File: src/source/pipe_pkg.sv
// ************************************************************
// datapath widths shared by the register-read stage
// ************************************************************

package pipe_pkg;

    // data and pc width
    localparam int xlen = 32;

    // register index width and register count
    localparam int reg_addr_w = 5;
    localparam int num_regs = 32;

    // exception code carried by each issue lane
    localparam int exp_w = 7;

    // free-running stable counter
    localparam int cnt_w = 64;

endpackage

File: src/source/stable_counter.sv
`timescale 1ns/1ps

// time base read by the rdtime-style operand sources
module stable_counter import pipe_pkg::*; (
    input  logic             clk,
    input  logic             rst_n,
    output logic [cnt_w-1:0] count
);

    always_ff @(posedge clk) begin
        if (!rst_n) begin
            count <= '0;
        end else begin
            count <= count + 1'b1; // wraps after 2^64 cycles
        end
    end

endmodule

File: config.mk
export PLATFORM = sky130hd
export DESIGN_NAME = stable_counter
export DESIGN_NICKNAME = d
export VERILOG_FILES = /design/src/source/pipe_pkg.sv /design/src/source/stable_counter.sv
export SDC_FILE = /design/constraint.sdc
export NUM_CORES = 1
export LEC_CHECK = 0
export BUFFER_PORTS_ARGS = -buffer_cell sky130_fd_sc_hd__buf_2
export CAP_MARGIN = 20
export CELL_PAD_IN_SITES_DETAIL_PLACEMENT = 1
export CELL_PAD_IN_SITES_GLOBAL_PLACEMENT = 1
export CORE_AREA = 3 3 65 128
export CTS_CLUSTER_SIZE = 40
export DETAILED_ROUTE_END_ITERATION = 7
export DIE_AREA = 0 0 68 131
export HOLD_SLACK_MARGIN = 0.03
export PLACE_DENSITY = 0.86
export RECOVER_POWER = 25
export SKIP_LAST_GASP = 1
export SLEW_MARGIN = 15
export SYNTH_ARGS = -nofsm -noshare
export SYNTH_HDL_FRONTEND = slang
export SYNTH_SLANG_ARGS = --single-unit
File: constraint.sdc
create_clock -name clk -period 2.1 [get_ports clk]
set_input_delay 0.21 -clock clk [delete_from_list [all_inputs] [get_ports clk]]
set_output_delay 0.21 -clock clk [all_outputs]
set_load 0.01 [all_outputs]
### Word level (Yosys, flattened, before mapping)

Index checks and enable logic that the tools add are counted.

* add/subtract/negate cells: 1

Operator list (count)
* $add 64x1->64 const B: 1

* bits in registers: 64

### Logic depth before layout (Yosys ltp)

Gate-level depths: netlist of run 1.

* depth in word-level cells: 1
* depth in mapped cells: 7

### Least setup slack after synthesis of run 1

OpenSTA, ideal clock, no wires.

* kind: reg-to-reg
* start point: register count[11]
* end point: register count[63]
* arrival time: 1.878 ns
* slack: 0.107 ns
* cell stages (with the launch flop): 7
* library setup time: 0.115 ns
* clock period less this slack: 1.993 ns
* cells stage by stage: dfxtp_1 > nand4_2 > nor4_4 > nand4_1 > buf_2 > o31a_1 > o21a_1

* longest elaborated chain between the ends: 1

Ends and longest elaborated chain
* start: declaration: line stable_counter.sv:7 `output logic [cnt_w-1:0] count`
* start signal: assignment: line stable_counter.sv:14 `count <= count + 1'b1;`
* $add 64x1->64: line stable_counter.sv:14

Every way passes these cells.
A chain may end at the register's enable or synchronous reset.

### Final worst setup path of run 1

* start point: register count[3]
* end point: register count[45]

The elaborated chain is that of the path after synthesis.

==> out/results.ini, run 1 <==
[outcome]
status=finished with violations
violations=setup timing

[clock_tree]
cts_tree=done
ctsHtreeMaxLevel=3
cts_sinks=64
cts_inserted_buffers=9
cts_hold_buf=0
clk_latency_ns=0.33
clk_pin_slew_ns=0.05
clockBufferDepth=2
cts_root_buf=clkbuf_16

[drt]
top_layer=met4
dr.pass1.iters=4
drc=0
drtAntennaViolNets=0
vias=3039
drt_wl_total_mm=9.91
wl_met1_mm=3.34
first_iter_violations=159
route.met2.wl_mm=5.84
met3_length_um=364
routedWlPerCell_um=18.0
via_per_inst=5.53

[hold_path]
min_path_type=input port to register

[critical_path]
crit_arrival_ns=2.37
cp.required_ns=2.36
critPathKind=register to register
start_kind=register
end_kind=register
cp_max_fo=6

[logic_synthesis]
ys_top_cells_by_area=dfxtp_1, xor2_1, nand4_1
syn_inst=341
synth_fp_nets=344
netlist-cell-type-count=32
async_flop_share=0
ys.flop_type=dfxtp_1
yosysSeqAreaShare=0.443
syn-cell-area_um2=2890
ys_warn_count=0
synth-seq-cells=64
syn_avg_cell_area_um2=8.49
synth-edff-count=0
yosys.area.top_type=dfxtp_1
yosysTopAreaCellShare=0.443

[final_layout]
largest_reg_flops=64
num-fill-cells=941
top_regs=count x64
num-nets-final=456
fin_cells=550
syn_to_final_growth_pct=37.1
top_register=count
antennaDiodeCount=0
drive_gt1_frac=0.320
final_cell_area_um2=3970

[timing]
finalSetupViolCount=1
fmax_mhz=474
fin_skew_ns=0.00474
timing.slew.headroom=0.726
setup_ws_ns=-0.00861
maxSlewViolCount=0
setup_tns_ns=-0.00861
tightest_slew_ns=0.408
hold_viol=0
finalWorstPathRequiredPeriod_ns=2.11
holdWs_ns=0.180
min_period_over_period=1.00

[die]
rows=45
die_area_um2=8910
die_x_um=68
io_pins=66
core_area_um2=7540
die_y_um=131
initial_core_util=0.384

[place]
portBuffers=65
dp_worst_setup_slack_ns=-0.0346
gp_congestion=0.749
dp.cells=522
place_hpwl_mm=6.92
placed_cell_area_um2=3540

[global_routing]
grt_pass1_vias=3165
grt_max_degree=35
grtUsageTotal=0.224
antenna_found_initial=0
overflow=0
grt_pass1_wl_mm=14.9

[power_and_ir_drop]
p_per_area_nw_per_um2=657
ir_drop_mv=0.467
p_leak_nw=1.63

[run]
timing.max_cap.violations=0

[timing repair]
item | CTS | global route
resized for setup | 1 | 17
endpoints found under the hold margin | 0 | 0
endpoints found under the setup margin | 4 | 23
pin swaps | 1 | 11
buffers inserted | 2 | 12
[critical path, cell delays in order (launching register included)]
cell and delay (ns):
dfxtp_1 0.48, nand3_2 0.18, nor4_2 0.32, buf_4 0.21
nand4_1 0.27, or3_1 0.42, a21oi_1 0.15
[where the power goes]
group	switching (mW)	internal, mW	total [mW]
Sequential	0.00797	1.22	1.23
Clock	0.514	0.816	1.33
Combinational	0.0328	0.0157	0.0485
[path summary, 6_finish.rpt]
| check | startpoint | slack (ns) | depth (start not counted) | end |
|---|---|---|---|---|
| worst min register to register | count[62]$_SDFF_PN0_ | 0.51 | 2 | count[62]$_SDFF_PN0_ |
| worst max-delay path | count[3]$_SDFF_PN0_ | -0.009 | 6 | count[45]$_SDFF_PN0_ |
| worst max register to register | count[3]$_SDFF_PN0_ | -0.009 | 6 | count[45]$_SDFF_PN0_ |
| worst min-delay path | rst_n | 0.18 | 2 | count[63]$_SDFF_PN0_ |
[cell usage after synthesis (3+ instances only)]
cell,number
a21oi_1,21
and3_1,5
and4_1,3
clkbuf_1,8
dfxtp_1,64
inv_1,7
nand2_1,19
nand3_1,19
nand4_1,32
nor2_1,51
nor3_1,5
nor4_1,4
o21ai_0,19
or2_2,3
or3_1,20
or4_1,3
xnor2_1,9
xor2_1,30
[placed cells by master (no fill, tap or decap), drive strengths merged]
master  netlist  routed
buf           2     111
dfxtp        64      64
nor2         51      51
nand4        34      34
xor2         30      30
a21oi        21      21
or3          20      20
nand2        19      19
o21ai        19      19
nand3        19      19
clkbuf        8      13
xnor2         9       9
inv           7       7
nor4          7       7
and3          5       5
nor3          5       5
or2           3       3
or4           3       3
and4          3       3
o31ai         2       2
and2          2       2
clkinv        1       2
nor4b         1       1
nand2b        1       1
nor3b         1       1
mux2i         1       1
o31a          1       1
o21a          1       1
ha            1       1
[kinds of logic (layout without fill, tap and decap cells)]
| family | count (synthesis) | count (layout) | share of synthesized area |
|---|---|---|---|
| AO/OA/AOI/OAI | 44 | 44 | 0.0800 |
| XOR/XNOR | 39 | 39 | 0.118 |
| flip-flops | 64 | 64 | 0.443 |
| AND/OR/NAND/NOR | 174 | 174 | 0.327 |
| multiplexers | 1 | 1 | 0.00346 |
| adder cells (fa/ha/maj) | 1 | 1 | 0.00432 |
| buffers and inverters | 18 | 133 | 0.0242 |
[layer usage]
layer | global-route usage | up-vias
met2 | 0.427 | 74
met3 | 0.0539 | 30
li1 | - | 1443
met4 | 0.121 | 0
met1 | 0.207 | 1492
met5 | 0 | -
[through the flow]
stage | power, mW | util
after floorplan | 1.28 | -
after global placement | 1.30 | 0.469
after detailed placement | 1.30 | 0.469
after CTS | 2.63 | 0.505
after global routing | 2.69 | 0.526
final | 2.61 | 0.526
[area by class of cell]
type | count | area [µm²] | area share
multi-input cells | 259 | 1600 | 0.404
repair buffers | 111 | 671 | 0.169
inverters | 8 | 30.0 | 0.00757
clock inverters | 1 | 5.00 | 0.00126
well taps | 94 | 118 | 0.0296
flip-flops and latches | 64 | 1290 | 0.325
clock buffers | 13 | 250 | 0.0631
Power figures use the tool's default switching activity.
==> run 2, diff against run 1 <==
Settings changed: ABC_AREA from default to 1, CORE_AREA 3 3 65 128 to 3 3 72 142, DIE_AREA 0 0 68 131 to 0 0 75 145, PLACE_DENSITY 0.86 to 0.93.
Clock period 2.1 ns to 2.45 ns, I/O delays scaled along.
==> run 2 against run 1 <==
  * The flow now finishes without violations
  * First-iteration DRC count down 2.5%
  * Utilization shrank 4.0 points
  * Maximum frequency rose by 11%
  * Critical path depth increased by 2
  * Largest cell class unchanged
  * Flip-flop and latch count unchanged
  * Final cell count up 49%
  * Register-to-register slack improved by 0.56 ns
  * Setup slack improved by 0.56 ns
  * Total power fell by 12%
==> out/results.ini, run 2 <==
[logic_synthesis]
ys_warn_count=0  ; unchanged
yosysTopAreaCellShare=0.332  ; was 0.443
syn_inst=639  ; was 341
ys_top_cells_by_area=dfxtp_1, nand2_1, nor2_1  ; was dfxtp_1, xor2_1, nand4_1
yosysMostFrequentCell=nand2_1  ; was dfxtp_1
synthTopCellsByCount=nand2_1, nor2_1, inv_1, dfxtp_1  ; was dfxtp_1, nor2_1, nand4_1, xor2_1, a21oi_1
yosys.area.top_type=dfxtp_1  ; unchanged
syn_avg_cell_area_um2=6.04  ; was 8.49 µm²
ys.flop_type=dfxtp_1  ; unchanged
async_flop_share=0  ; unchanged
synth-edff-count=0  ; unchanged
yosysSeqAreaShare=0.332  ; was 0.443
netlist-cell-type-count=29  ; was 32
syn-cell-area_um2=3860  ; was 2890 µm²
synth_fp_nets=642  ; was 344
synth-seq-cells=64  ; unchanged

[drt]
first_iter_violations=155  ; was 159
drtAntennaViolNets=0  ; unchanged
drt_wl_total_mm=14.6  ; was 9.91 mm
vias=4401  ; was 3039
routedWlPerCell_um=17.9  ; was 18.0 µm
drc=0  ; unchanged
via_per_inst=5.37  ; was 5.53
dr.pass1.iters=4  ; unchanged

[place]
place_hpwl_mm=11.8  ; was 6.92 mm
portBuffers=65  ; unchanged
gp_congestion=0.925  ; was 0.749
dp_worst_setup_slack_ns=0.614  ; was -0.0346 ns
dp.cells=803  ; was 522
placed_cell_area_um2=4300  ; was 3540 µm²

[global_routing]
grt_pass1_vias=4697  ; was 3165
grt_pass1_wl_mm=23.3  ; was 14.9 mm
grt_max_degree=40  ; was 35
grtUsageTotal=0.283  ; was 0.224
antenna_found_initial=0  ; unchanged
overflow=0  ; unchanged

[outcome]
status=finished clean  ; was finished with violations

[final_layout]
largest_reg_flops=64  ; unchanged
syn_to_final_growth_pct=17.3  ; was 37.1%
antennaDiodeCount=0  ; unchanged
num-nets-final=713  ; was 456
drive_gt1_frac=0.117  ; was 0.320
top_register=count  ; unchanged
fin_cells=819  ; was 550
final_cell_area_um2=4530  ; was 3970 µm²
final_cell_mix=nand2_1, nor2_1, inv_1  ; was buf_2, dfxtp_1, nor2_1
num-fill-cells=1323  ; was 941
final_common_cell=nand2_1  ; was buf_2
top_regs=count x64  ; unchanged

[critical_path]
start_kind=register  ; unchanged
cp_max_fo=6  ; unchanged
critPathKind=register to register  ; unchanged
crit_arrival_ns=2.09  ; was 2.37 ns
end_kind=register  ; unchanged
cp.required_ns=2.64  ; was 2.36 ns

[run]
timing.max_cap.violations=0  ; unchanged

[clock_tree]
cts_sinks=64  ; unchanged
clk_latency_ns=0.34  ; was 0.33 ns
cts_tree=done  ; unchanged
cts_setup_buffers=0  ; was 2
ctsHtreeMaxLevel=3  ; unchanged
cts_hold_buf=0  ; unchanged
clockBufferDepth=2  ; unchanged
cts_inserted_buffers=9  ; unchanged
cts_root_buf=clkbuf_16  ; unchanged
clk_pin_slew_ns=0.05  ; about the same
ctsResizeCount=0  ; was 1

[timing]
finalWorstPathRequiredPeriod_ns=1.90  ; was 2.11 ns
tightest_slew_ns=0.969  ; was 0.408 ns
hold_viol=0  ; unchanged
fin_skew_ns=0.00547  ; was 0.00474 ns
setup_tns_ns=0  ; was -0.00861 ns
min_period_over_period=0.774  ; was 1.00
finalSetupViolCount=0  ; was 1
rsz0062_at_grt=false
timing.slew.headroom=0.353  ; was 0.726
maxSlewViolCount=0  ; unchanged
setup_ws_ns=0.554  ; was -0.00861 ns
fmax_mhz=528  ; was 474 MHz

[die]
io_pins=66  ; unchanged
core_area_um2=9320  ; was 7540 µm²
die_area_um2=10900  ; was 8910 µm²
die_y_um=145  ; was 131 µm
rows=50  ; was 45
die_x_um=75  ; was 68 µm
initial_core_util=0.414  ; was 0.384

[power_and_ir_drop]
p_leak_nw=1.96  ; was 1.63 nW
ir_drop_mv=0.318  ; was 0.467 mV
p_per_area_nw_per_um2=504  ; was 657 nW/µm²

[hold_path]
min_path_type=register to register  ; was input port to register

run 2: changes by cell type after synthesis, sizes merged, moves of 4 or more:
cell | before | now
nand2 | 19 | 202
o21bai | 0 | 10
a21oi | 21 | 27
nand3 | 19 | 28
o21ai | 19 | 15
xnor2 | 9 | 2
and3 | 5 | 0
or3 | 20 | 0
xor2 | 30 | 7
nor4 | 7 | 0
nor2 | 51 | 177
nand4 | 34 | 11
inv | 7 | 76
run 2: worst paths after layout:
kind         cells after the start                    to  slack (ns)                 from
max                              8  count[28]$_SDFF_PN0_        0.55  count[0]$_SDFF_PN0_
min                              1   count[0]$_SDFF_PN0_        0.48  count[0]$_SDFF_PN0_
max reg2reg                      8  count[28]$_SDFF_PN0_        0.55  count[0]$_SDFF_PN0_
min reg2reg                      1   count[0]$_SDFF_PN0_        0.48  count[0]$_SDFF_PN0_
run 2: logic make-up (layout without fill, tap and decap cells):
family	Yosys count	count (layout)	synth area share
adder cells (fa/ha/maj)	1	1	0.00324
flip-flops	64	64	0.332
XOR/XNOR	9	9	0.0204
buffers and inverters	82	158	0.0797
AO/OA/AOI/OAI	56	56	0.0845
AND/OR/NAND/NOR	427	427	0.480
run 2: metrics by stage:
step                power [mW]   util  hold slack [ns]
floorplan                 1.11      -            0.422
global placement          1.12  0.462            0.452
detailed placement        1.13  0.462            0.471
CTS                       2.31  0.490            0.399
global route              2.36  0.486            0.508
finish                    2.29  0.486            0.481
run 2: cell type report:
type | instances | area (µm²) | area share
inverters | 76 | 285 | 0.0629
multi-input cells | 493 | 2270 | 0.501
clock buffers | 12 | 246 | 0.0544
repair buffers | 66 | 298 | 0.0657
well taps | 104 | 130 | 0.0287
clock inverters | 4 | 20.0 | 0.00442
flip-flops and latches | 64 | 1280 | 0.283
run 2: layer usage:
metal / vias up / GRT usage / routed length [µm]
met5: - / 0 / 0
met1: 2118 / 0.281 / 5280
li1: 2113 / - / -
met3: 47 / 0.0458 / 468
met2: 123 / 0.516 / 8010
met4: 0 / 0.167 / 875
run 2: where the power goes:
group,leakage (nW),switching [mW],internal (mW)
Sequential,0.516,0.00483,1.05
Combinational,1.30,0.0374,0.0141
Clock,0.136,0.478,0.705
Total,1.96,0.520,1.76
run 2: worst max-delay path: stages (launching register included):
cell	delay, ns
dfxtp_1	0.40
ha_1	0.24
nand2_1	0.16
nor2_8	0.19
nand3_2	0.19
nor2_1	0.32
nand2_1	0.09
o21ai_0	0.11
nor2_1	0.05
