$ cat src/source/pipe_pkg.sv
// ************************************************************
// datapath widths shared by the register-read stage
// ************************************************************

package pipe_pkg;

    // data and pc width
    localparam int xlen = 32;

    // register index width and register count
    localparam int reg_addr_w = 5;
    localparam int num_regs = 32;

    // exception code carried by each issue lane
    localparam int exp_w = 7;

    // free-running stable counter
    localparam int cnt_w = 64;

endpackage

$ cat src/source/uop_pkg.sv
// ************************************************************
// micro-op word layout and decode codes
// ************************************************************

package uop_pkg;

    localparam int uop_w = 16;

    // field widths and positions inside the micro-op word
    localparam int itype_w = 3;
    localparam int src_w = 2;
    localparam int uop_type_lsb = 13; // bits 15:13
    localparam int uop_src1_lsb = 11; // bits 12:11
    localparam int uop_src2_lsb = 9;  // bits 10:9 with the opcode below

    // instruction types
    localparam logic [itype_w-1:0] itype_alu = 3'd0;
    localparam logic [itype_w-1:0] itype_mem = 3'd1;
    localparam logic [itype_w-1:0] itype_br  = 3'd2;

    // src1 select codes
    localparam logic [src_w-1:0] src1_rf    = 2'd0;
    localparam logic [src_w-1:0] src1_pc    = 2'd1;
    localparam logic [src_w-1:0] src1_zero  = 2'd2;
    localparam logic [src_w-1:0] src1_cntid = 2'd3;

    // src2 select codes
    localparam logic [src_w-1:0] src2_rf   = 2'd0;
    localparam logic [src_w-1:0] src2_imm  = 2'd1;
    localparam logic [src_w-1:0] src2_cntl = 2'd2;
    localparam logic [src_w-1:0] src2_cnth = 2'd3;

    function automatic logic [itype_w-1:0] uop_type(input logic [uop_w-1:0] u);
        return u[uop_type_lsb +: itype_w];
    endfunction

    function automatic logic [src_w-1:0] uop_src1(input logic [uop_w-1:0] u);
        return u[uop_src1_lsb +: src_w];
    endfunction

    function automatic logic [src_w-1:0] uop_src2(input logic [uop_w-1:0] u);
        return u[uop_src2_lsb +: src_w];
    endfunction

endpackage

$ cat src/source/issue_if.sv
`timescale 1ns/1ps

// one issue lane as presented to the register-read stage
interface issue_if import pipe_pkg::*, uop_pkg::*; ();

    logic                  en;
    logic [uop_w-1:0]      uop;
    logic [reg_addr_w-1:0] rd;
    logic [reg_addr_w-1:0] rj;
    logic [reg_addr_w-1:0] rk;
    logic [xlen-1:0]       pc;
    logic [xlen-1:0]       pc_next;
    logic [exp_w-1:0]      exp;
    logic [xlen-1:0]       imm;

    // issue side
    modport src (
        output en, uop, rd, rj, rk, pc, pc_next, exp, imm
    );

    // register-read lane side
    modport sink (
        input en, uop, rd, rj, rk, pc, pc_next, exp, imm
    );

endinterface

$ cat src/source/rf_lane.sv
`timescale 1ns/1ps

module rf_lane import pipe_pkg::*, uop_pkg::*; (
    input  logic                  clk,
    input  logic                  rst_n,
    issue_if.sink                 iss,
    input  logic [xlen-1:0]       rs1_data,
    input  logic [xlen-1:0]       rs2_data,
    input  logic [cnt_w-1:0]      count,
    output logic [reg_addr_w-1:0] rs1_addr,
    output logic [reg_addr_w-1:0] rs2_addr,
    output logic                  en_out,
    output logic [uop_w-1:0]      uop_out,
    output logic [reg_addr_w-1:0] rd_out,
    output logic [reg_addr_w-1:0] rj_out,
    output logic [reg_addr_w-1:0] rk_out,
    output logic [xlen-1:0]       pc_out,
    output logic [xlen-1:0]       pc_next_out,
    output logic [exp_w-1:0]      exp_out,
    output logic [xlen-1:0]       imm_out,
    output logic [xlen-1:0]       src1_val,
    output logic [xlen-1:0]       src2_val
);

    logic [xlen-1:0] src1_nxt;
    logic [xlen-1:0] src2_nxt;

    assign rs1_addr = iss.rj;
    assign rs2_addr = iss.rk;

    // ************************************************************
    // operand select
    // ************************************************************

    always_comb begin
        src1_nxt = rs1_data; // non-alu types always read both registers
        src2_nxt = rs2_data;
        if (uop_type(iss.uop) == itype_alu) begin
            case (uop_src1(iss.uop))
                src1_pc:    src1_nxt = iss.pc;
                src1_zero:  src1_nxt = '0;
                src1_cntid: src1_nxt = '0; // no counter id source yet
                default:    src1_nxt = rs1_data;
            endcase
            case (uop_src2(iss.uop))
                src2_imm:  src2_nxt = iss.imm;
                src2_cntl: src2_nxt = count[xlen-1:0];
                src2_cnth: src2_nxt = count[cnt_w-1:xlen];
                default:   src2_nxt = rs2_data;
            endcase
        end
    end

    // ************************************************************
    // pipeline register toward execute
    // ************************************************************

    always_ff @(posedge clk) begin
        if (!rst_n) begin
            en_out   <= 1'b0;
            src1_val <= '0;
            src2_val <= '0;
        end else begin
            en_out <= iss.en; // valid follows the input every cycle
            if (iss.en) begin
                src1_val <= src1_nxt;
                src2_val <= src2_nxt;
            end
        end
    end

    // payload fields hold while the lane is idle
    always_ff @(posedge clk) begin
        if (iss.en) begin
            uop_out     <= iss.uop;
            rd_out      <= iss.rd;
            rj_out      <= iss.rj;
            rk_out      <= iss.rk;
            pc_out      <= iss.pc;
            pc_next_out <= iss.pc_next;
            exp_out     <= iss.exp;
            imm_out     <= iss.imm;
        end
    end

endmodule

$ cat src/flat_wrapper.sv
// flat-port wrapper written by rule: the top's interface ports become plain ports
module rf_lane_flat import pipe_pkg::*, uop_pkg::*;
  (clk, rst_n, rs1_data, rs2_data, count, rs1_addr, rs2_addr, en_out, uop_out, rd_out, rj_out, rk_out, pc_out, pc_next_out, exp_out, imm_out, src1_val, src2_val, iss_en, iss_uop, iss_rd, iss_rj, iss_rk, iss_pc, iss_pc_next, iss_exp, iss_imm);
  issue_if iss_i ();
  input  logic clk;
  input  logic rst_n;
  input  logic [xlen-1:0] rs1_data;
  input  logic [xlen-1:0] rs2_data;
  input  logic [cnt_w-1:0] count;
  output logic [reg_addr_w-1:0] rs1_addr;
  output logic [reg_addr_w-1:0] rs2_addr;
  output logic en_out;
  output logic [uop_w-1:0] uop_out;
  output logic [reg_addr_w-1:0] rd_out;
  output logic [reg_addr_w-1:0] rj_out;
  output logic [reg_addr_w-1:0] rk_out;
  output logic [xlen-1:0] pc_out;
  output logic [xlen-1:0] pc_next_out;
  output logic [exp_w-1:0] exp_out;
  output logic [xlen-1:0] imm_out;
  output logic [xlen-1:0] src1_val;
  output logic [xlen-1:0] src2_val;
  input wire logic [$bits(iss_i.en)-1:0] iss_en;
  input wire logic [$bits(iss_i.uop)-1:0] iss_uop;
  input wire logic [$bits(iss_i.rd)-1:0] iss_rd;
  input wire logic [$bits(iss_i.rj)-1:0] iss_rj;
  input wire logic [$bits(iss_i.rk)-1:0] iss_rk;
  input wire logic [$bits(iss_i.pc)-1:0] iss_pc;
  input wire logic [$bits(iss_i.pc_next)-1:0] iss_pc_next;
  input wire logic [$bits(iss_i.exp)-1:0] iss_exp;
  input wire logic [$bits(iss_i.imm)-1:0] iss_imm;
  assign iss_i.en = iss_en;
  assign iss_i.uop = iss_uop;
  assign iss_i.rd = iss_rd;
  assign iss_i.rj = iss_rj;
  assign iss_i.rk = iss_rk;
  assign iss_i.pc = iss_pc;
  assign iss_i.pc_next = iss_pc_next;
  assign iss_i.exp = iss_exp;
  assign iss_i.imm = iss_imm;
  rf_lane u_core (.clk(clk), .rst_n(rst_n), .iss(iss_i), .rs1_data(rs1_data), .rs2_data(rs2_data), .count(count), .rs1_addr(rs1_addr), .rs2_addr(rs2_addr), .en_out(en_out), .uop_out(uop_out), .rd_out(rd_out), .rj_out(rj_out), .rk_out(rk_out), .pc_out(pc_out), .pc_next_out(pc_next_out), .exp_out(exp_out), .imm_out(imm_out), .src1_val(src1_val), .src2_val(src2_val));
endmodule
$ cat config.mk
export PLATFORM = sky130hd
export DESIGN_NAME = rf_lane_flat
export DESIGN_NICKNAME = d
export VERILOG_FILES = /design/src/source/pipe_pkg.sv /design/src/source/uop_pkg.sv /design/src/source/issue_if.sv /design/src/source/rf_lane.sv /design/src/flat_wrapper.sv
export SDC_FILE = /design/constraint.sdc
export NUM_CORES = 1
export LEC_CHECK = 0
export BUFFER_PORTS_ARGS = -buffer_cell sky130_fd_sc_hd__buf_2
export CAP_MARGIN = 30
export CORE_AREA = 2 2 185 187
export CTS_BUF_LIST = sky130_fd_sc_hd__clkbuf_8
export DETAILED_ROUTE_END_ITERATION = 8
export DIE_AREA = 0 0 187 189
export PLACE_DENSITY = 0.49
export SLEW_MARGIN = 20
export SYNTH_ARGS = -nofsm -noshare
export SYNTH_HDL_FRONTEND = slang
export SYNTH_SLANG_ARGS = --single-unit
$ cat constraint.sdc
create_clock -name clk -period 2.54 [get_ports clk]
set_clock_uncertainty 0.2 [all_clocks]
set_input_delay 0.508 -clock clk [delete_from_list [all_inputs] [get_ports clk]]
set_output_delay 0.508 -clock clk [all_outputs]
set_load 0.01 [all_outputs]
* After elaboration in Yosys (flattened, before gate mapping) *
Cells that the tools add are included.

storage, ports and cells
  flip-flop bits (word level) = 199
  input port bits = 265
  output and inout port bits = 209
  word-level logic and storage cells = 23

cells by class
  equal/unequal tests = 6
  mux-type cells = 4
  reduce and logical (&&, ||, !) cells = 2

operators with widths
  kind                  number
  $pmux W32 S3          1
  $mux W32              2
  $pmux W32 S2          1
  $eq A2 B2 Y1 const B  4
  $eq A2 B1 Y1 const B  2
  $logic_not A3 Y1      1
  $reduce_or A2 Y1      1

* Longest topological paths before layout *
Gate-level depths: netlist of run 1.

  depth in word-level cells = 4
  gate-level depth with buffers = 6
  mapped depth without buffers = 4

* Worst setup path after synthesis of run 1 *
No wires, ideal clock.

  path type = in2reg
  start = input iss_uop[14]
  end = register u_core.src1_val[0]
  setup time = 0.140 ns
  arrival = 1.683 ns
  data required time = 2.200 ns
  setup slack = 0.518 ns
  cell stages on the path = 6
  buffers on the path = 2
  cells stage by stage = or3_1 > buf_2 > o21bai_1 > buf_4 > a22oi_2 > a21oi_2

between the ends
  cells in the longest elaborated chain, start to end = 2

ends and longest elaborated chain
  item                    line                text
  start: declaration      flat_wrapper.sv:24  input wire logic [$bits(iss_i.uop)-1:0] iss_uop;
  $logic_not A3 Y1        rf_lane.sv:38       if (uop_type(iss.uop) == itype_alu) begin
  $mux W32                rf_lane.sv:38
  end signal: assignment  rf_lane.sv:66       src1_val <= src1_nxt;
  end: declaration        rf_lane.sv:21       output logic [xlen-1:0] src1_val,

Every way passes these cells.
A chain may end at the register's enable or synchronous reset.

* Worst setup path in the final report of run 1 *
  start = input iss_uop[14]
  end = register u_core.src1_val[30]

The elaborated chain is that of the path after synthesis.

==> flow_summary.json, run 1 <==
{
  "status": "completed",
  "yosys_warnings": 0,
  "min_from": "iss_imm[30]",
  "drc": 0,
  "final_area_um2": 12200,
  "vias_per_cell": 4.16,
  "synth_top_area_share": 0.529,
  "netlist_instances": 515,
  "grt_setup_unrepaired": "false",
  "syn_area_per_cell_um2": 14.8,
  "syn_nets": 780,
  "post-dp-hpwl_mm": 19.9,
  "relSlewSlack": 0.664,
  "port_buffers": 473,
  "fin_util": 0.365,
  "p_leak_nw": 5.36,
  "hold_viol": 0,
  "core-area_um2": 33300,
  "io_pins": 474,
  "syn_area_um2": 7600,
  "cts-resized-gates": 0,
  "grt_overflow_total": 0,
  "stdcell_count": 1560,
  "timing.max_cap.violations": 0,
  "crit_arrival_ps": 2420,
  "reg2regPathDepth": 2,
  "cp_max_fo": 32,
  "vias": 6486,
  "yosysTopAreaCell": "edfxtp_1",
  "power.density_nw_per_um2": 593,
  "yosysUniqueCellTypes": 22,
  "fmax_ghz": 0.446,
  "postPlaceCellArea_um2": 10500,
  "final_common_cell": "buf_2",
  "grt_pass1_wl_mm": 40.0,
  "clock-sinks": 199,
  "worst-setup-path-type": "input pin to flop",
  "antenna_left": 0,
  "start_kind": "input pin",
  "setup_viol": 0,
  "layout_common_cells": "472 x buf_2, 134 x edfxtp_1, 126 x dlygate4sd3_1",
  "p_total_mw": 7.21,
  "ff2ff_setup_slack_ps": 1610,
  "die_h_um": 189,
  "start_util": 0.229,
  "cts_made_buffers": 17,
  "design.die.area_um2": 35300,
  "slew_violations": 0,
  "path_clk_slew_ps": 100,
  "grt_max_degree": 64,
  "fin_crit_ps": 2240,
  "cts_max_level": 4,
  "cts_tree": "yes",
  "num_rows": 67,
  "cts_root_buffer": "clkbuf_8",
  "firstDrtPassIters": 4,
  "synth.area.top_cells": "edfxtp_1 53%, dfxtp_1 17%, a22oi_2 4.9%, mux2i_1 4.2%, a2bb2oi_1 3.7%",
  "fp.dieW_um": 187,
  "timing.rr.start": "u_core.src1_val[30]",
  "synthToLayoutAreaGrowth_pct": 59.9,
  "cp-startpoint": "iss_uop[14]",
  "cts_setup_buffers": 0,
  "period_share": 0.883,
  "ys_ff_latch": 199,
  "clock_latency_ps": 480,
  "vdd_drop_max_uv": 344,
  "clk_path_buf_depth": 2,
  "layout-drive-gt1-share": 0.527,
  "drt-total-wl_mm": 27.2,
  "synth_seq_area_share": 0.700,
  "gp_congestion": 0.781,
  "antenna_found_initial": 1,
  "worst_pin_slew_ps": 504,
  "drtIter0Drc": 259,
  "track_usage": 0.149,
  "min_path_type": "input pin to flop",
  "critPathRequiredTime_ps": 2720,
  "place_inst": 1401,
  "nets": 1363,
  "worst_setup_path_end_kind": "flop",
  "totalNegativeSetupSlack_ps": 0,
  "first_global_vias": 6778,
  "holdPathStages": 1,
  "wl_per_cell_um": 17.4
}
worst paths after layout:
path / to
worst max-delay path: u_core.src1_val[30]
worst min register to register: u_core.src2_val[5]
worst max register to register: u_core.src1_val[30]
worst min-delay path: u_core.imm_out[30]
synth_stat cells, drive strengths merged:
cell type  number
mux2i          32
a21oi          32
edfxtp        134
a22oi          32
dfxtp          65
nor3b           1
o21ai          32
nand2b          1
nor2b           1
clkbuf         28
or3             1
and2            1
a2bb2oi        32
o221ai         32
nand2          64
o21bai          1
nor2            2
buf            24
final cells by class:
type                            instances  area [µm²]
Fill cell                            3332       21100
Multi-Input combinational cell        264        2020
Antenna cell                            1        2.50
Clock buffer                           18         248
Timing Repair Buffer                  616        3830
Clock inverter                         14         174
Tap cell                              448         561
Sequential cell                       199        5330
timing repair:
action,4_1_cts,5_1_grt
hold endpoints to repair,126,0
endpoints found under the setup margin,0,0
hold buffers,126,0
kinds of logic after synthesis:
logic type	Yosys count	synth area share
flops	199	0.700
compound gates	161	0.183
simple gates	71	0.0383
buf+inv	52	0.0364
mux	32	0.0421
flip-flops by register name, summed over array words and instances, names as in the netlist:
register and flops:
u_core.en_out 1, u_core.rk_out 5, u_core.src1_val 32, u_core.rd_out 5, u_core.rj_out 5, u_core.uop_out 16, u_core.exp_out 7, u_core.src2_val 32
u_core.pc_out 32, u_core.imm_out 32, u_core.pc_next_out 32
per-layer routing:
layer / wire (µm) / GRT usage / up-vias
li1: - / - / 3143
met1: 10600 / 0.163 / 3014
met2: 14100 / 0.270 / 299
met3: 2000 / 0.0463 / 30
met4: 567 / 0.0568 / 0
met5: 0 / 0 / -
critical path, cell delays in order:
cell	delay, ps
dlygate4sd3_1	530
buf_2	130
or3_1	500
o21bai_4	230
buf_12	190
a22oi_2	230
a21oi_2	70
power by group:
group          switching (mW)  total, mW  internal (mW)
Sequential             0.0731       3.79           3.71
Combinational           0.611       1.20          0.591
Clock                    1.21       2.22           1.01
Total                    1.90       7.21           5.32
through the flow:
stage | hold slack, ps | setup slack (ps)
after floorplan | 263 | 518
after global placement | 220 | 345
after detailed placement | 225 | 321
after CTS | 2.34 | 347
after global routing | 6.44 | 234
final | 56.1 | 298
No activity file was read; power rests on OpenSTA's default activity.
==> run 2, diff against run 1 <==
Settings changed: BUFFER_PORTS_ARGS -buffer_cell sky130_fd_sc_hd__buf_2 to -buffer_cell sky130_fd_sc_hd__buf_4, CORE_AREA 2 2 185 187 to 2 2 183 185, DIE_AREA 0 0 187 189 to 0 0 185 187, PLACE_DENSITY 0.49 to 0.52.
Clock period 2.54 ns to 2.03 ns, I/O delays scaled along.
==> run 2 against run 1 <==
- non-clock buffer count increased by 81
- critical path depth down 4
- flip-flop and latch count did not move
- critical path type is now input pin to output pin
- critical endpoint is now rs1_addr[3]
==> flow_summary.json, run 2 (synthesis results as in run 1) <==
{
  "status": "completed",
  "design.die.area_um2": 34600,
  "vias_per_cell": 4.20,
  "use_met1": 0.174,
  "drtIter0Drc": 208,
  "gr-usage-met2": 0.293,
  "cts_setup_buffers": 0,
  "io_pins": 474,
  "place_inst": 1411,
  "die_h_um": 187,
  "worst_setup_path_end_kind": "output pin",
  "timing.rr.start": "u_core.src1_val[14]",
  "p_clk_frac": 0.309,
  "min_path_type": "input pin to flop",
  "period_share": 0.910,
  "fp.dieW_um": 185,
  "first_global_vias": 7462,
  "diodes": 0,
  "start_kind": "input pin",
  "port_buffers": 473,
  "cts_max_level": 4,
  "grt_pass1_wl_mm": 42.1,
  "min_from": "rst_n",
  "p_seq_frac": 0.489,
  "layout_common_cells": "487 x buf_4, 197 x dlygate4sd3_1, 134 x edfxtp_1",
  "firstDrtPassIters": 4,
  "hold_end": "u_core.src1_val[2]",
  "reg2reg_to": "u_core.src1_val[14]",
  "reg2regPathDepth": 2,
  "drt-total-wl_mm": 28.4,
  "cp_max_fo": 2,
  "slew_violations": 0,
  "drc": 0,
  "holdPathStages": 3,
  "p_comb_frac": 0.203,
  "clock-sinks": 199,
  "worst_pin_slew_ps": 425,
  "crit_arrival_ps": 1240,
  "antenna_left": 0,
  "worst-setup-path-type": "input pin to output pin",
  "fin_crit_ps": 1850,
  "p_int_mw": 7.28,
  "start_util": 0.231,
  "layout-drive-gt1-share": 0.499,
  "p_leak_nw": 6.14,
  "grt_max_degree": 43,
  "vias": 6893,
  "grt_overflow_total": 0,
  "power.density_nw_per_um2": 683,
  "top_usage_layer": "met2",
  "critPathRequiredTime_ps": 1420,
  "path_clk_slew_ps": 120,
  "ff2ff_setup_slack_ps": 1110,
  "grt_setup_unrepaired": "false",
  "post-dp-hpwl_mm": 20.7,
  "setup_viol": 0,
  "num_rows": 67,
  "p_switching_mw": 2.46,
  "track_usage": 0.160,
  "fmax_ghz": 0.541,
  "vdd_drop_max_uv": 359,
  "stdcell_count": 1640,
  "gp_congestion": 0.768,
  "antenna_found_initial": 0,
  "nets": 1444,
  "clock_latency_ps": 490,
  "cts_made_buffers": 17,
  "wl_per_cell_um": 17.3,
  "clk_path_buf_depth": 2,
  "fin_util": 0.434,
  "final_common_cell": "buf_4",
  "hold_viol": 0,
  "cts_tree": "yes",
  "synthToLayoutAreaGrowth_pct": 87.4,
  "timing.max_cap.violations": 0,
  "cts_root_buffer": "clkbuf_8",
  "cts-resized-gates": 0,
  "grt.met3_usage": 0.0532,
  "relSlewSlack": 0.717,
  "core-area_um2": 32900,
  "totalNegativeSetupSlack_ps": 0,
  "swShare": 0.253
}
==> run 2: changes by cell type in the layout (fill, tap and decap cells not counted), sizes merged <==
cell | before | now
inv | 5 | 6
diode | 1 | 0
clkinv | 2 | 1
dlygate4sd3 | 126 | 197
clkinvlp | 4 | 1
clkbuf | 19 | 21
bufinv | 3 | 4
buf | 489 | 499
==> run 2: worst max path at each step <==
stage	startpoint	endpoint	slack, ps
after floorplan	iss_uop[14]	u_core.src1_val[0]	110
after global placement	iss_uop[14]	u_core.src1_val[11]	-60
after detailed placement	iss_uop[14]	u_core.src1_val[17]	-60
after CTS	iss_rj[3]	rs1_addr[3]	190
after global routing	iss_rk[1]	rs2_addr[1]	170
final	iss_rj[3]	rs1_addr[3]	180
==> run 2: final cells by class <==
cell class	count	area, µm²
repair buffers	697	5880
clock buffers	20	275
fillers	3097	18600
well taps	448	561
flip-flops and latches	199	5330
clock inverters	12	189
multi-input cells	264	2020
==> run 2: worst max-delay path, cell delays in order <==
cell and delay, ps:
dlygate4sd3_1 540, buf_4 140, buf_4 150
==> run 2: power groups by stage <==
stage / Clock (mW) / Combinational [mW] / Sequential, mW
after floorplan: 0 / 0.369 / 5.00
after global placement: 0 / 1.66 / 4.85
after detailed placement: 0 / 1.67 / 4.85
after CTS: 3.11 / 1.99 / 4.76
after global routing: 3.25 / 2.11 / 4.79
final: 3.00 / 1.97 / 4.76
==> run 2: routing by layer <==
layer  routed length, µm  vias up
met1               10800     3270
met5                   0        -
li1                    -     3299
met4                 359        0
met3                2290       18
met2               14900      306
==> run 2: what timing repair did <==
item | CTS | global route
endpoints found under the hold margin | 196 | 0
endpoints found under the setup margin | 0 | 0
hold buffers | 197 | 0
==> run 2: metrics by stage <==
stage	cell area (µm²)	hold WS (ps)	setup WS, ps	power [mW]
global route	14300	67.6	175	10.2
finish	14300	93.1	183	9.74
global placement	11800	226	-55.3	6.51
detailed placement	11800	230	-64.5	6.52
floorplan	7600	263	110	5.37
CTS	14300	36.6	193	9.87
==> run 3, diff against run 2 <==
Settings changed: PLACE_DENSITY 0.52 to 0.62, SLEW_MARGIN 20 to 10.
==> run 3 against run 2 <==
- critical path depth is the same
- sequential power is essentially flat
- combinational power is essentially flat
- flip-flop and latch count is the same
- power shrank 5.7%
- sequential share of layout area grew 0.52 points
- critical endpoint is now rs2_addr[4]
==> flow_summary.json, run 3 (synthesis results as in run 1) <==
{
  "status": "completed",
  "period_share": 0.906,
  "worst_pin_slew_ps": 423,
  "io_pins": 474,
  "start_util": 0.231,
  "critPathRequiredTime_ps": 1420,
  "vdd_drop_max_uv": 319,
  "clk_path_buf_depth": 2,
  "worst_setup_path_end_kind": "output pin",
  "cts_tree": "yes",
  "final_common_cell": "buf_4",
  "port_buffers": 473,
  "ff2ff_setup_slack_ps": 1140,
  "start_kind": "input pin",
  "cts_made_buffers": 17,
  "fin_ws_ps": 190,
  "grt_setup_unrepaired": "false",
  "first_global_vias": 7194,
  "timing.rr.start": "u_core.src1_val[13]",
  "fin_crit_ps": 1840,
  "pre_cts_ws_ps": -85.2,
  "track_usage": 0.158,
  "grt_overflow_total": 0,
  "grt_pass1_wl_mm": 41.2,
  "totalNegativeSetupSlack_ps": 0,
  "setup_viol": 0,
  "cp_max_fo": 2,
  "crit_arrival_ps": 1230,
  "nets": 1440,
  "slew_violations": 0,
  "num_rows": 67,
  "synthToLayoutAreaGrowth_pct": 84.8,
  "drtIter0Drc": 266,
  "layout_common_cells": "488 x buf_4, 197 x dlygate4sd3_1, 134 x edfxtp_1",
  "vias_per_cell": 4.27,
  "wl_per_cell_um": 17.2,
  "timing.max_cap.violations": 0,
  "clock_latency_ps": 480,
  "path_buf_inv": 3,
  "cts-resized-gates": 0,
  "cts_root_buffer": "clkbuf_8",
  "design.die.area_um2": 34600,
  "firstDrtPassIters": 5,
  "die_h_um": 187,
  "path_clk_slew_ps": 110,
  "clock-sinks": 199,
  "antenna_left": 0,
  "post-dp-hpwl_mm": 19.8,
  "drc": 0,
  "fin_hold_ws_ps": 60.4,
  "critPathMaxStageDelay_ps": 550,
  "min_from": "iss_en",
  "path_delay_family": "buffers and inverters",
  "p_total_mw": 9.18,
  "drt-total-wl_mm": 28.1,
  "reg2regPathDepth": 2,
  "reg2reg_to": "u_core.src1_val[13]",
  "cp-startpoint": "iss_rk[4]",
  "gp_congestion": 0.779,
  "path_depth": 3,
  "fmax_ghz": 0.543,
  "hold_viol": 0,
  "vias": 6987,
  "crit_end": "rs2_addr[4]",
  "diodes": 0,
  "relSlewSlack": 0.718,
  "p_leak_nw": 6.05,
  "path_cells": "dlygate4sd3_1 -> buf_4 -> buf_4",
  "worst-setup-path-type": "input pin to output pin",
  "power.density_nw_per_um2": 653,
  "fp.dieW_um": 185,
  "stdcell_count": 1636,
  "critPathSlowestCell": "dlygate4sd3_1",
  "place_inst": 1407,
  "crit_top_cell": "buf_4",
  "min_path_type": "input pin to flop",
  "layout-drive-gt1-share": 0.498,
  "antenna_found_initial": 0,
  "grt_max_degree": 67,
  "core-area_um2": 32900,
  "cts_max_level": 4
}
run 3: changes by cell type in the layout (fill, tap and decap cells not counted):
| cell | before | now |
|---|---|---|
| inv_1 | 1 | 0 |
| buf_4 | 487 | 488 |
| clkinv_2 | 0 | 3 |
| bufinv_16 | 4 | 0 |
| inv_4 | 0 | 2 |
| clkinv_8 | 0 | 1 |
| buf_12 | 12 | 7 |
| inv_8 | 2 | 1 |
| clkinv_4 | 1 | 2 |
| clkbuf_8 | 21 | 19 |
| inv_6 | 3 | 4 |
run 3: routing by layer:
metal  part of all wire  track usage
met1               0.38        0.173
met4              0.037       0.0751
met5                  0            0
met3              0.091       0.0555
met2               0.49        0.271
run 3: through the flow:
| stage | cell area, µm² | util |
|---|---|---|
| after detailed placement | 11700 | 0.357 |
| after global placement | 11700 | 0.357 |
| after floorplan | 7600 | - |
| after global routing | 14100 | 0.428 |
| final | 14100 | 0.428 |
| after CTS | 14100 | 0.428 |
run 3: timing repair:
| action | in CTS | in global routing |
|---|---|---|
| endpoints found under the hold margin | 196 | 0 |
| setup endpoints to repair | 0 | 0 |
| setup buffers | 0 | 0 |
| hold buffers | 197 | 0 |
run 3: layout make-up:
class,instances,area [µm²]
fillers,3052,18800
repair buffers,693,5790
flip-flops and latches,199,5330
multi-input cells,264,2020
well taps,448,561
clock buffers,18,248
clock inverters,14,115
run 3: how the worst min path moves through the flow:
stage                          end  slack [ps]  depth (start not counted)
6_report       u_core.src1_val[17]          60                          2
5_1_grt        u_core.src1_val[12]          20                          2
4_1_cts        u_core.src1_val[14]           5                          2
3_5_place_dp    u_core.src2_val[9]         230                          2
3_3_place_gp   u_core.src2_val[25]         230                          2
2_1_floorplan   u_core.src2_val[0]         260                          2
run 3: power breakdown:
group	switching, mW	internal [mW]	leakage, nW	total [mW]
logic	0.815	1.14	4.01	1.96
registers	0.117	4.65	1.85	4.77
clock network	1.54	0.912	0.190	2.46
total	2.48	6.70	6.05	9.18
run 3: worst reg2reg max path: cells and delay by family (launching register included):
family	cells	cell delay [ps]
flip-flops	1	330
AO/OA/AOI/OAI	2	260
